### config.mk
export PLATFORM = sky130hd
export DESIGN_NAME = ctrl_top
export DESIGN_NICKNAME = d
export VERILOG_FILES = /design/src/hdl/ctrl_pkg.sv /design/src/hdl/ctrl_exc_encode.sv /design/src/hdl/ctrl_fsm.sv /design/src/hdl/ctrl_top.sv
export SDC_FILE = /design/constraint.sdc
export NUM_CORES = 1
export LEC_CHECK = 0
export BUFFER_PORTS_ARGS = -buffer_cell sky130_fd_sc_hd__buf_4
export CAP_MARGIN = 10
export CORE_MARGIN = 8
export CORE_UTILIZATION = 39
export CTS_CLUSTER_SIZE = 30
export DETAILED_ROUTE_END_ITERATION = 12
export PLACE_DENSITY = 0.89
export SLEW_MARGIN = 0
export SYNTH_ARGS = -nofsm -noshare
export SYNTH_HDL_FRONTEND = slang
export SYNTH_HIERARCHICAL = 1
export SYNTH_SLANG_ARGS = --single-unit
### constraint.sdc
create_clock -name clk_i -period 4.53 [get_ports clk_i]
set_input_delay 0.453 -clock clk_i [delete_from_list [all_inputs] [get_ports clk_i]]
set_output_delay 0.453 -clock clk_i [all_outputs]
set_load 0.02 [all_outputs]
### src/hdl/ctrl_pkg.sv
// machine mode only; widths fixed by RV32 and the enum encodings must match the CSR file
package ctrl_pkg;

  //////////////////////////////
  // widths
  //////////////////////////////

  // data and instruction width
  localparam int unsigned xlen     = 32;
  // interrupt id carried in the low bits of mcause
  localparam int unsigned irq_id_w = 5;

  //////////////////////////////
  // enumerations
  //////////////////////////////

  // fetch address source of the prefetcher
  typedef enum logic [1:0] {
    pc_boot = 2'd0,
    pc_jump = 2'd1,
    pc_exc  = 2'd2,
    pc_eret = 2'd3
  } pc_sel_e;

  // vector picked on a trap
  typedef enum logic {
    exc_pc_irq = 1'b0,
    exc_pc_exc = 1'b1
  } exc_pc_sel_e;

  // mcause values, top bit set for interrupts with the id below it
  typedef enum logic [5:0] {
    exc_cause_illegal_insn       = 6'd2,
    exc_cause_breakpoint         = 6'd3,
    exc_cause_load_access_fault  = 6'd5,
    exc_cause_store_access_fault = 6'd7,
    exc_cause_ecall_mmode        = 6'd11
  } exc_cause_e;

  // controller states
  typedef enum logic [2:0] {
    st_reset, st_boot_set, st_first_fetch, st_decode,
    st_flush, st_irq_taken, st_wait_sleep, st_sleep
  } ctrl_state_e;

  //////////////////////////////
  // structs
  //////////////////////////////

  // decoder flags of the instruction sitting in ID
  typedef struct packed {
    logic illegal;
    logic ecall;
    logic ebreak;
    logic mret;
    logic wfi;
    logic csr_status;
  } dec_flags_t;

  // multicycle stall sources
  typedef struct packed {
    logic lsu;
    logic multdiv;
    logic jump;
    logic branch;
  } stall_t;

  // redirect command to the prefetcher
  typedef struct packed {
    logic        pc_set;
    pc_sel_e     pc_mux;
    exc_pc_sel_e exc_pc_mux;
  } pc_ctrl_t;

  // update command to the CSR file
  typedef struct packed {
    logic            save_if;
    logic            save_id;
    logic            restore_mret;
    logic            save_cause;
    exc_cause_e      cause;
    logic [xlen-1:0] mtval;
  } csr_ctrl_t;

endpackage

### src/hdl/ctrl_exc_encode.sv
// load/store error inputs are single-cycle pulses and never high together; mtval only valid in flush
`timescale 1ns/1ps

module ctrl_exc_encode (
  input  logic                         clk_i,
  input  logic                         rst_ni,

  // decoder side
  input  ctrl_pkg::dec_flags_t         dec_flags_i,
  input  logic [ctrl_pkg::xlen-1:0]    instr_i,
  input  logic [15:0]                  instr_compressed_i,
  input  logic                         instr_is_compressed_i,

  // lsu side
  input  logic [ctrl_pkg::xlen-1:0]    lsu_addr_last_i,
  input  logic                         load_err_i,
  input  logic                         store_err_i,

  // to the controller fsm
  output logic                         special_req_o,
  output logic                         exc_pending_o,
  output ctrl_pkg::exc_cause_e         exc_cause_o,
  output logic [ctrl_pkg::xlen-1:0]    mtval_o
);
  import ctrl_pkg::*;

  logic load_err_q;
  logic store_err_q;
  logic exc_req_insn;
  logic exc_req_lsu;

  //////////////////////////////
  // request detection
  //////////////////////////////

  // exceptions raised by the instruction itself
  assign exc_req_insn = dec_flags_i.illegal | dec_flags_i.ecall | dec_flags_i.ebreak;

  // raw lsu errors, seen in decode only
  assign exc_req_lsu  = load_err_i | store_err_i;

  // anything that needs a trip through flush
  assign special_req_o = exc_req_insn | dec_flags_i.mret | dec_flags_i.wfi |
                         dec_flags_i.csr_status | exc_req_lsu;

  // in flush the lsu pulse is gone, so use the captured copy
  assign exc_pending_o = exc_req_insn | load_err_q | store_err_q;

  // error pulses live for one cycle, keep them until flush
  always_ff @(posedge clk_i or negedge rst_ni) begin
    if (!rst_ni) begin
      load_err_q  <= 1'b0;
      store_err_q <= 1'b0;
    end else begin
      load_err_q  <= load_err_i;
      store_err_q <= store_err_i;
    end
  end

  //////////////////////////////
  // cause and trap value
  //////////////////////////////

  always_comb begin
    exc_cause_o = exc_cause_e'('0);
    mtval_o     = '0;

    // priority follows the privileged spec table
    if (dec_flags_i.illegal) begin
      exc_cause_o = exc_cause_illegal_insn;
      // report the bits as fetched
      mtval_o     = instr_is_compressed_i ? {16'b0, instr_compressed_i} : instr_i;
    end else if (dec_flags_i.ecall) begin
      exc_cause_o = exc_cause_ecall_mmode;
    end else if (dec_flags_i.ebreak) begin
      // no debug mode, ebreak always traps
      exc_cause_o = exc_cause_breakpoint;
    end else if (store_err_q) begin
      exc_cause_o = exc_cause_store_access_fault;
      mtval_o     = lsu_addr_last_i;
    end else if (load_err_q) begin
      exc_cause_o = exc_cause_load_access_fault;
      mtval_o     = lsu_addr_last_i;
    end
  end

  //////////////////////////////
  // checks
  //////////////////////////////

  // one lsu transaction at a time, so both errors at once means a broken lsu
  assert property (@(posedge clk_i) disable iff (!rst_ni)
    load_err_i |-> !store_err_i)
    else $error("load and store error raised together");

endmodule

### src/hdl/ctrl_fsm.sv
// decoder flags must stay valid through flush; interrupts wait while IF is halted by a stall
`timescale 1ns/1ps

module ctrl_fsm (
  input  logic                          clk_i,
  input  logic                          rst_ni,

  input  logic                          fetch_enable_i,
  input  logic                          instr_valid_i,
  input  ctrl_pkg::dec_flags_t          dec_flags_i,

  // from the exception encoder
  input  logic                          special_req_i,
  input  logic                          exc_pending_i,
  input  ctrl_pkg::exc_cause_e          exc_cause_i,
  input  logic [ctrl_pkg::xlen-1:0]     mtval_i,

  // jumps and branches resolved in ID
  input  logic                          branch_set_i,
  input  logic                          jump_set_i,

  // interrupts
  input  logic                          irq_i,
  input  logic                          irq_req_i,
  input  logic [ctrl_pkg::irq_id_w-1:0] irq_id_i,
  input  logic                          m_ie_i,

  input  ctrl_pkg::stall_t              stall_i,

  output logic                          ctrl_busy_o,
  output logic                          first_fetch_o,
  output logic                          instr_req_o,
  output ctrl_pkg::pc_ctrl_t            pc_ctrl_o,
  output ctrl_pkg::csr_ctrl_t           csr_ctrl_o,
  output logic                          exc_ack_o,
  output logic                          irq_ack_o,
  output logic [ctrl_pkg::irq_id_w-1:0] irq_id_o,
  output logic                          id_in_ready_o,
  output logic                          instr_valid_clear_o
);
  import ctrl_pkg::*;

  ctrl_state_e state_q;
  ctrl_state_e state_d;

  logic stall;
  logic halt_if;
  logic halt_id;
  logic handle_irq;

  // the instruction in ID needs more cycles
  assign stall = |stall_i;

  // no debug mode here, so only the global enable masks
  assign handle_irq = irq_req_i & m_ie_i;

  // id is only passed through, the ack tells the source which one was taken
  assign irq_id_o = irq_id_i;

  //////////////////////////////
  // next state and outputs
  //////////////////////////////

  always_comb begin
    state_d       = state_q;
    ctrl_busy_o   = 1'b1;
    first_fetch_o = 1'b0;
    instr_req_o   = 1'b1;
    exc_ack_o     = 1'b0;
    irq_ack_o     = 1'b0;
    halt_if       = 1'b0;
    halt_id       = 1'b0;

    pc_ctrl_o.pc_set     = 1'b0;
    pc_ctrl_o.pc_mux     = pc_boot;
    pc_ctrl_o.exc_pc_mux = exc_pc_irq;
    csr_ctrl_o           = '0;

    unique case (state_q)
      st_reset: begin
        // hold the boot address until fetch is enabled
        instr_req_o      = 1'b0;
        pc_ctrl_o.pc_set = 1'b1;
        if (fetch_enable_i) begin
          state_d = st_boot_set;
        end
      end

      st_boot_set: begin
        pc_ctrl_o.pc_set = 1'b1;
        state_d          = st_first_fetch;
      end

      st_first_fetch: begin
        first_fetch_o = 1'b1;
        // halt_if is low here unless an irq is taken
        if (!stall) begin
          state_d = st_decode;
        end
        // pipeline was flushed before sleep, safe to trap now
        if (handle_irq) begin
          state_d = st_irq_taken;
          halt_if = 1'b1;
          halt_id = 1'b1;
        end
      end

      st_decode: begin
        if (instr_valid_i) begin
          if (branch_set_i || jump_set_i) begin
            // redirect in the same cycle, repeated while stalled
            pc_ctrl_o.pc_set = 1'b1;
            pc_ctrl_o.pc_mux = pc_jump;
          end else if (special_req_i) begin
            state_d = st_flush;
            halt_if = 1'b1;
            halt_id = 1'b1;
          end
        end
        // irq only between instructions
        if (!stall && !special_req_i && handle_irq) begin
          state_d = st_irq_taken;
          halt_if = 1'b1;
          halt_id = 1'b1;
        end
      end

      st_irq_taken: begin
        pc_ctrl_o.pc_set      = 1'b1;
        pc_ctrl_o.pc_mux      = pc_exc;
        pc_ctrl_o.exc_pc_mux  = exc_pc_irq;
        // mepc gets the pc in IF, the next unexecuted one
        csr_ctrl_o.save_if    = 1'b1;
        csr_ctrl_o.save_cause = 1'b1;
        csr_ctrl_o.cause      = exc_cause_e'({1'b1, irq_id_i});
        irq_ack_o             = 1'b1;
        exc_ack_o             = 1'b1;
        state_d               = st_decode;
      end

      st_flush: begin
        halt_if = 1'b1;
        halt_id = 1'b1;
        state_d = st_decode;
        if (exc_pending_i) begin
          // mepc gets the faulting pc in ID
          pc_ctrl_o.pc_set      = 1'b1;
          pc_ctrl_o.pc_mux      = pc_exc;
          pc_ctrl_o.exc_pc_mux  = exc_pc_exc;
          csr_ctrl_o.save_id    = 1'b1;
          csr_ctrl_o.save_cause = 1'b1;
          csr_ctrl_o.cause      = exc_cause_i;
          csr_ctrl_o.mtval      = mtval_i;
        end else if (dec_flags_i.mret) begin
          pc_ctrl_o.pc_set        = 1'b1;
          pc_ctrl_o.pc_mux        = pc_eret;
          csr_ctrl_o.restore_mret = 1'b1;
        end else if (dec_flags_i.wfi) begin
          state_d = st_wait_sleep;
        end
        // csr status writes only need the flush itself
      end

      st_wait_sleep: begin
        // one cycle for the pipeline to drain
        ctrl_busy_o = 1'b0;
        instr_req_o = 1'b0;
        halt_if     = 1'b1;
        halt_id     = 1'b1;
        state_d     = st_sleep;
      end

      st_sleep: begin
        ctrl_busy_o = 1'b0;
        instr_req_o = 1'b0;
        halt_if     = 1'b1;
        halt_id     = 1'b1;
        // wake on any pending line, even if masked
        if (irq_i) begin
          state_d = st_first_fetch;
        end
      end
    endcase
  end

  //////////////////////////////
  // ID stage handshake
  //////////////////////////////

  // accept a new instruction
  assign id_in_ready_o       = ~stall & ~halt_if;
  // drop the instruction once done, or when it is killed
  assign instr_valid_clear_o = ~stall | halt_id;

  always_ff @(posedge clk_i or negedge rst_ni) begin
    if (!rst_ni) begin
      state_q <= st_reset;
    end else begin
      state_q <= state_d;
    end
  end

  //////////////////////////////
  // checks
  //////////////////////////////

  // the acked id is the requested one, so the source holds it until the ack
  assert property (@(posedge clk_i) disable iff (!rst_ni)
    irq_ack_o |-> irq_id_i == $past(irq_id_i))
    else $error("irq id changed between request and ack");

  // a trap entry never writes an empty cause into mcause
  assert property (@(posedge clk_i) disable iff (!rst_ni)
    csr_ctrl_o.save_cause |-> csr_ctrl_o.cause != exc_cause_e'('0))
    else $error("trap entry without a cause");

endmodule

### src/hdl/ctrl_top.sv
// machine mode only, no debug support; all outputs combinational from state and inputs
`timescale 1ns/1ps

module ctrl_top (
  input  logic                          clk_i,
  input  logic                          rst_ni,

  input  logic                          fetch_enable_i,
  output logic                          ctrl_busy_o,
  output logic                          first_fetch_o,

  // IF/ID register
  input  ctrl_pkg::dec_flags_t          dec_flags_i,
  input  logic                          instr_valid_i,
  input  logic [ctrl_pkg::xlen-1:0]     instr_i,
  input  logic [15:0]                   instr_compressed_i,
  input  logic                          instr_is_compressed_i,
  output logic                          id_in_ready_o,
  output logic                          instr_valid_clear_o,

  // lsu
  input  logic [ctrl_pkg::xlen-1:0]     lsu_addr_last_i,
  input  logic                          load_err_i,
  input  logic                          store_err_i,

  // jumps and branches
  input  logic                          branch_set_i,
  input  logic                          jump_set_i,

  // interrupts
  input  logic                          irq_i,
  input  logic                          irq_req_i,
  input  logic [ctrl_pkg::irq_id_w-1:0] irq_id_i,
  input  logic                          m_ie_i,

  input  ctrl_pkg::stall_t              stall_i,

  // prefetcher and csr file
  output logic                          instr_req_o,
  output ctrl_pkg::pc_ctrl_t            pc_ctrl_o,
  output ctrl_pkg::csr_ctrl_t           csr_ctrl_o,
  output logic                          exc_ack_o,
  output logic                          irq_ack_o,
  output logic [ctrl_pkg::irq_id_w-1:0] irq_id_o
);
  import ctrl_pkg::*;

  logic            special_req;
  logic            exc_pending;
  exc_cause_e      exc_cause;
  logic [xlen-1:0] mtval;

  // cause and trap value, plus the captured lsu errors
  ctrl_exc_encode u_exc_encode (
    .clk_i,
    .rst_ni,
    .dec_flags_i,
    .instr_i,
    .instr_compressed_i,
    .instr_is_compressed_i,
    .lsu_addr_last_i,
    .load_err_i,
    .store_err_i,
    .special_req_o (special_req),
    .exc_pending_o (exc_pending),
    .exc_cause_o   (exc_cause),
    .mtval_o       (mtval)
  );

  // state machine and ID stall logic
  ctrl_fsm u_fsm (
    .clk_i,
    .rst_ni,
    .fetch_enable_i,
    .instr_valid_i,
    .dec_flags_i,
    .special_req_i (special_req),
    .exc_pending_i (exc_pending),
    .exc_cause_i   (exc_cause),
    .mtval_i       (mtval),
    .branch_set_i,
    .jump_set_i,
    .irq_i,
    .irq_req_i,
    .irq_id_i,
    .m_ie_i,
    .stall_i,
    .ctrl_busy_o,
    .first_fetch_o,
    .instr_req_o,
    .pc_ctrl_o,
    .csr_ctrl_o,
    .exc_ack_o,
    .irq_ack_o,
    .irq_id_o,
    .id_in_ready_o,
    .instr_valid_clear_o
  );

endmodule

==> Word level (Yosys, flattened, before mapping) <==
Cells that the tools add are included.
{ "classes": {"n_eq_ne": 13, "muxes": 47, "bitwise": 14, "n_reduce_logical": 12} }
{ "ops": {"columns": ["cell", "count"], "rows": [
  ["$mux 32", 7],
  ["$mux 3", 16],
  ["$mux 39", 1],
  ["$mux 6", 4],
  ["$pmux 3 s8", 1],
  ["$pmux 7 s2", 1],
  ["$mux 1", 13],
  ["$eq 3x3->1 const B", 4],
  ["$or 1x1->1", 10],
  ["$reduce_or 3->1", 3],
  ["$eq 3x2->1 const B", 2],
  ["$ne 3x3->1 const B", 2],
  ["$pmux 1 s3", 2],
  ["$pmux 2 s3", 1],
  ["$reduce_and 6->1", 1],
  ["$ne 2x2->1 const B", 2],
  ["$reduce_or 4->1", 1],
  ["$eq 3x1->1 const B", 1],
  ["$logic_not 3->1", 1],
  ["$ne 3x1->1 const B", 1],
  ["$ne 3x2->1 const B", 1],
  ["$and 1x1->1", 2],
  ["$logic_and 1x1->1", 2],
  ["$logic_not 1->1", 2],
  ["4 further kinds", 5]
]} }
{ "word_totals": {"reg_bits": 5, "in_bits": 107, "out_inout_bits": 58, "word_cells": 89} }

==> Longest topological paths before layout <==
Gate-level depths: netlist (run 1).
{ "logic_depth": {"depth_word": 13, "ltp_mapped": 7, "depth_no_buf": 6} }

==> Modules after synthesis <==
The synthesis (run 1) kept the hierarchy.
{ "by_module_without_submodules": {"columns": ["mod", "n_inst", "cells_per_inst", "area_each_um2"], "rows": [
  ["ctrl_exc_encode", 1, 78, 805.8],
  ["ctrl_fsm", 1, 107, 745.7]
]} }

==> Least setup slack after synthesis (run 1) <==
No wires, ideal clock.
{ "synth_path": {"kind": "input -> output", "start": "input port dec_flags_i[3] in the netlist's numbering", "end": "output port pc_ctrl_o[1] in the netlist's numbering", "t_arrival_ps": 2029, "t_required_ps": 4077, "slack_ps": 2048, "cell_stages": 4, "path_cell_list": "nor4_1 -> nand2b_1 -> nor4b_1 -> nand2b_1"} }
{ "synth_rtl": {"columns": ["item", "line_no", "source"], "rows": [
  ["start, declared", "ctrl_top.sv:13", "input ctrl_pkg::dec_flags_t dec_flags_i,"],
  ["end, declared", "ctrl_top.sv:40", "output ctrl_pkg::pc_ctrl_t pc_ctrl_o,"]
]} }

==> metrics.md, run 1 <==
| Metric | Value |
|---|---|
| Total Die Area | 6250 sq um |
| Clk slew on worst S/H paths | ~0.03 ns |
| Hold buffers post-CTS | 0 |
| Synthesized area | around 1600 sq um |
| RSZ-0062 raised after global routing | no |
| Mean Syn Cell Area | between 8 and 9 sq um |
| Leak | 1.36 nW |
| Main synth FF type | dfrtp_1 |
| Wirelength, routed | 6.93 mm |
| Post-route ant nets | 0 |
| # IOs | roughly 170 |
| Die W | ~80 um |
| Most frequent cells in the layout | buf_4 (165), and2_1 (33), a32o_1 (33) |
| GRT overflow | 0 |
| Slew Viols, Final | 0 |
| Initial core utilization | 39.6% |
| Post-layout net count | about 430 |
| Syn Inst Count | 185 |
| Outcome | finished clean |
| Pwr Density | between 200 and 250 nW/um^2 |
| Fillers | 340 |
| Yosys warnings | 6 |
| Row count | 23 |
| Routability cong. | about 0.8 |
| CTS tree | yes |
| Design area | around 2700 sq um |
| Top cell type's share of synthesized area | 21.3% |
| Max Cap Viol | 0 |
| Post-route clock period utilization | around three fifths |
| Area grow syn2layout | 71.1% |
| Root buf cell | clkbuf_8 |
| CP max FO | between 40 and 50 |
| Worst slew pin tran | about 1.2 ns |
| Post-synthesis sequential area ratio | 8.06% |
| Initial DRC count | 135 |
| Skew final | between 0.0005 and 0.0006 ns |
| Setup tns final | 0 ns |
| Share of cells above drive strength 1 | between 50% and 60% |
| # clock sinks | 5 |
| Peak supply drop | 0.364 mV |
| Slew headroom | between 20% and 30% |
| Placed Area | 2610 sq um |
| #FFs+latches synth | 5 |
| Setup bufs post-CTS | 0 |
| Fmax | 361 MHz |
| Worst-Skew Late Latency | around 0.22 ns |
| Clock buffer count from CTS | 3 |
| Hold_ws | about 0.026 ns |
| DR pass1 iterations | 4 |
| CP endpoint kind | output port |
| Post-synth EDFFs | 0 |
| Vias per cell | between 5 and 6 |
| CTS max path bufs | 2 |
| Antenna violations before repair | 0 |
| Yosys cell types | 40 |
| Core Footprint | roughly 3900 sq um |
| Diodes inserted | 0 |
| Final Hold Fails | 0 |
| WL met3 | around 700 um |
| WP data arrival | ~2.3 ns |
| Uppermost layer routed | met4 |
| Flop-to-flop setup slack | about 2.8 ns |
| Final setup violation count | 0 |
| DR WL/cell | roughly 19 um |
| CP Launch Type | flip-flop |
| First-pass GRT wire length | approximately 10 mm |
| CP Data Required Time | approximately 4 ns |
| Asr flop ratio synth | between 90% and 100% |
| Synth area leaders | a32o_1 (21%), and2_1 (13%), mux2_4 (9.7%), buf_4 (8.7%), dfrtp_1 (8.1%) |
| Worst Hold Class | in2async |
| DRT met1 WL | ~2.6 mm |
| Post-CTS sizing | 0 |
| H-tree levels | 1 |
| Number of global-route vias before repair | 1938 |
| Die Ht | 79.1 um |
| Residual DRC | 0 |
| Pin count of the biggest net entering global routing | between 40 and 50 |
| Input/output buffers | between 150 and 200 |
| WL met2 | about 3.5 mm |
| Crit path time final | 2.77 ns |
| Most common cell after layout, fill and taps aside | buf_4 |
| GRT Total Usage | roughly a fifth |
| Vias | 2007 |
| Area leader, netlist | a32o_1 |
| Setup CP Type | reg2out |
-- path summary, 6_finish.rpt --
kind	start	endpoint	depth (start not counted)
setup / recovery	u_fsm/state_q[2]$_DFFE_PN0P_	csr_ctrl_o[15]	4
hold / removal	rst_ni	u_exc_encode/load_err_q$_DFF_PN0_	1
setup reg to reg	u_exc_encode/store_err_q$_DFF_PN0_	u_fsm/state_q[0]$_DFFE_PN0P_	6
hold reg to reg	u_fsm/state_q[2]$_DFFE_PN0P_	u_fsm/state_q[1]$_DFFE_PN0P_	2
max in group asynchronous	rst_ni	u_fsm/state_q[0]$_DFFE_PN0P_	1
min in group clk_i	load_err_i	u_exc_encode/load_err_q$_DFF_PN0_	1
-- cell usage after synthesis (all sizes together) (2+ instances only) --
master  number
clkbuf       5
nor2         7
nor3         7
nand2b       6
a21o         3
buf         27
a22o         6
and2        33
mux2        16
a32o        33
nor4         2
dfrtp        5
a21oi        7
or2          2
nor2b        4
nand2        6
-- area by class of cell --
class | instances | area [sq um] | share of cell area (%)
repair buffers | 165 | 1240 | 46.7
well taps | 50 | 62.6 | 2.36
clock buffers | 4 | 45.0 | 1.70
multi-input cells | 148 | 1180 | 44.4
flip-flops and latches | 5 | 125 | 4.71
inverters | 1 | 3.75 | 0.141
-- registers in the layout, summed over array words and instances, names as in the netlist --
register,count
u_exc_encode/store_err_q,1
u_fsm/state_q,3
u_exc_encode/load_err_q,1
-- cell families after synthesis --
family / share of synthesized area (%)
multiplexers: 14.0
other: 0.242
buffers and inverters: 16.1
flip-flops: 8.06
AND/OR/NAND/NOR: 28.7
AO/OA/AOI/OAI: 32.8
-- through the flow --
step / utilization [%] / setup slack [ns] / total power [mW] / std cells
5_1_grt: 67.8 / 1.53 / 0.678 / 373
2_1_floorplan: - / 2.05 / 0.392 / 186
3_5_place_dp: 66.7 / 1.78 / 0.552 / 369
6_report: 67.8 / 1.76 / 0.633 / 373
3_3_place_gp: 66.7 / 1.81 / 0.544 / 369
4_1_cts: 67.8 / 1.75 / 0.636 / 373
-- where the power goes --
group | switching (mW) | total [mW] | internal (mW) | leakage, nW
sequential | 0.0460 | 0.104 | 0.0577 | 0.0573
clock | 0.0206 | 0.0808 | 0.0603 | 0.0228
combinational | 0.219 | 0.448 | 0.230 | 1.28
-- worst max-delay path: stages (launching register included) --
cell	delay, ns
dfrtp_1	0.57
nor2b_1	0.22
and3_1	0.91
and2_1	0.25
buf_4	0.15
-- metal layers --
metal	up-vias	track usage [%]
li1	974	-
met1	908	22.2
met2	113	35.0
met3	12	6.09
met4	0	5.74
met5	-	0
Power figures use the tool's default switching activity.
==> inputs of run 2 (changes only) <==
--- a/config.mk
+++ b/config.mk
@@ -8,10 +8,10 @@
 export BUFFER_PORTS_ARGS = -buffer_cell sky130_fd_sc_hd__buf_4
 export CAP_MARGIN = 10
 export CORE_MARGIN = 8
-export CORE_UTILIZATION = 39
+export CORE_UTILIZATION = 36
 export CTS_CLUSTER_SIZE = 30
 export DETAILED_ROUTE_END_ITERATION = 12
-export PLACE_DENSITY = 0.89
+export PLACE_DENSITY = 0.83
 export SLEW_MARGIN = 0
 export SYNTH_ARGS = -nofsm -noshare
 export SYNTH_HDL_FRONTEND = slang
==> constraint.sdc (replaced) <==
create_clock -name clk_i -period 2.8 [get_ports clk_i]
set_input_delay 0.28 -clock clk_i [delete_from_list [all_inputs] [get_ports clk_i]]
set_output_delay 0.28 -clock clk_i [all_outputs]
set_load 0.02 [all_outputs]
==> run 2 against run 1 <==
  * Cell count is 1.1% higher
  * Clock power is 61% higher
  * Via count is 0.35% higher
  * Largest power group unchanged
==> metrics.md, run 2 (synthesis gave the netlist of run 1 again) <==
| Metric | Value |
|---|---|
| CTS max path bufs | 2 (unchanged) |
| Initial DRC count | 112 (-17%) |
| RSZ-0062 raised after global routing | no |
| Peak supply drop | 0.541 mV (+49%) |
| Row count | 24 (+4.3%) |
| GRT overflow | 0 (unchanged) |
| Diodes inserted | 0 (unchanged) |
| Pwr Density | 385 nW/um^2 (+62%) |
| Residual DRC | 0 (unchanged) |
| Skew final | 0.00256 ns (+0.00200 ns) |
| Vias | 2014 (+0.35%) |
| Number of global-route vias before repair | 2031 (+4.8%) |
| Sw power | 0.465 mW (+63%) |
| Placed Area | 2620 sq um (+0.38%) |
| DP Cell Count | 372 (+0.81%) |
| WP data arrival | 2.20 ns (-0.12 ns) |
| Pin count of the biggest net entering global routing | 35 (-17%) |
| Wirelength, routed | 6.93 mm (about the same) |
| Slew headroom | 24.5% (+2.6 points) |
| Vias per cell | 5.34 (-0.72%) |
| Worst-Skew Late Latency | 0.22 ns (about the same) |
| CTS tree | yes |
| Clock buffer count from CTS | 3 (unchanged) |
| Fmax | roughly 400 MHz |
| Antenna violations before repair | 0 (unchanged) |
| Worst path max stage delay | 0.59 ns (-0.32 ns) |
| DR pass1 iterations | 4 (unchanged) |
| Hold buffers post-CTS | 1 (+1) |
| Post-route clock period utilization | 88.5% |
| Initial core utilization | 36.4% (-3.3 points) |
| Final HPWL DP | between 5 and 6 mm |
| H-tree levels | 1 (unchanged) |
| Biggest register | u_fsm/state_q |
| Most used cell, CP | buf_4 |
| # clock sinks | 5 (unchanged) |
| Leak | 1.37 nW (+0.71%) |
| Area grow syn2layout | 72.4% |
| Total Die Area | 6670 sq um (+6.6%) |
| Comb power frac | 71.1% (+0.3 points) |
| Die W | 81.7 um (+3.3%) |
| Sw frac | 45.1% (+0.054 points) |
| # IOs | 165 (unchanged) |
| CP max FO | 22 (-46%) |
| Design area | 2680 sq um (+0.75%) |
| Setup tns final | 0 ns (unchanged) |
| Slew Viols, Final | 0 (unchanged) |
| Worst Hold Class | in2reg |
| Input/output buffers | 164 (unchanged) |
| Post-layout net count | 433 (+0.46%) |
| Reg power frac | 16.2% (-0.2 points) |
| Setup bufs post-CTS | 0 (unchanged) |
| Clk pwr share | 12.7% (about the same) |
| Share of cells above drive strength 1 | 58.2% (about the same) |
| Max Cap Viol | 0 (unchanged) |
| Final setup violation count | 0 (unchanged) |
| Setup CP Type | reg2out |
| Biggest regs | u_fsm/state_q (3), u_exc_encode/load_err_q (1), u_exc_encode/store_err_q (1) |
| Root buf cell | clkbuf_8 |
| Worst slew pin tran | 1.13 ns (-0.0383 ns) |
| Core Util, Final | 62.7% (-5.1 points) |
| Routability cong. | 0.754 (-8.6%) |
| CP Data Required Time | 2.52 ns (-1.56 ns) |
| CP endpoint kind | output port |
| Worst Hold Path Cells | 1 |
| Reg2Reg Depth | 4 (-2) |
| Die Ht | 81.7 um (+3.3%) |
| DR WL/cell | 18.4 um (-1.1%) |
| Post-CTS sizing | 0 (unchanged) |
| Final Hold Fails | 0 (unchanged) |
| Outcome | finished clean |
| Core Footprint | 4260 sq um (+9.0%) |
| Cells along the critical path | nor2b_1 > and3_1 > buf_4 > and2_1 > buf_4 |
| Most frequent cells in the layout | buf_4 (166), and2_1 (33), a32o_1 (33) |
| Post-route ant nets | 0 (unchanged) |
| Final Non-Filler Cells | 377 (+1.1%) |
| First-pass GRT wire length | 9.92 mm (-2.6%) |
| Largest register FFs | 3 (unchanged) |
| CP Launch Type | flip-flop |
| Crit path time final | between 2 and 2.5 ns |
| Clk slew on worst S/H paths | 0.04 ns (about the same) |
| Most common cell after layout, fill and taps aside | buf_4 |
| Critical-path top delay cell | and3_1 |
| Internal power | 0.565 mW (+63%) |
| GRT Total Usage | 18.3% (-1.5 points) |
## run 2: changes by cell type in the layout (fill, tap and decap cells not counted)
cell and change:
dlygate4sd3_1 +1, buf_4 +1
## run 2: metal layers
metal / wire length, um / GRT usage [%] / vias to the layer above
li1: - / - / 974
met1: 2590 / 20.4 / 937
met2: 3630 / 35.3 / 97
met3: 663 / 3.72 / 6
met4: 45 / 2.98 / 0
met5: 0 / 0 / -
## run 2: power groups by stage
stage                     Sequential [mW]  Combinational [mW]  Clock [mW]
after global routing                0.175               0.793       0.141
after floorplan                     0.108               0.526           0
after global placement              0.165               0.723           0
final                               0.167               0.732       0.130
after detailed placement            0.166               0.732           0
after CTS                           0.166               0.736       0.135
## run 2: final cells by class
class,instances,area [sq um]
clock buffers,4,45.0
fillers,415,1590
inverters,1,3.75
multi-input cells,148,1180
flip-flops and latches,5,125
well taps,52,65.1
repair buffers,167,1260
## run 2: metrics by stage
step | hold WS, ns | setup WS [ns] | power, mW
after floorplan | -0.0156 | 0.622 | 0.634
after global placement | 0.0826 | 0.579 | 0.888
after detailed placement | 0.0847 | 0.521 | 0.899
after CTS | 0.173 | 0.298 | 1.04
after global routing | 0.174 | 0.119 | 1.11
final | 0.179 | 0.323 | 1.03
## run 2: critical path, delay by kind of cell, from the launching register on
kind,cells,cell delay [ns]
DFF,1,0.56
and+or+nand+nor,3,0.96
buffers and inverters,2,0.46
## run 2: path summary, 6_finish.rpt
check / startpoint / end / slack, ns
setup / recovery: u_fsm/state_q[2]$_DFFE_PN0P_ / csr_ctrl_o[13] / 0.32
hold / removal: store_err_i / u_exc_encode/store_err_q$_DFF_PN0_ / 0.18
setup reg to reg: u_fsm/state_q[1]$_DFFE_PN0P_ / u_fsm/state_q[2]$_DFFE_PN0P_ / 1.09
hold reg to reg: u_fsm/state_q[2]$_DFFE_PN0P_ / u_fsm/state_q[1]$_DFFE_PN0P_ / 0.74
max in group asynchronous: rst_ni / u_fsm/state_q[2]$_DFFE_PN0P_ / 2.30
min in group asynchronous: rst_ni / u_exc_encode/store_err_q$_DFF_PN0_ / 0.39
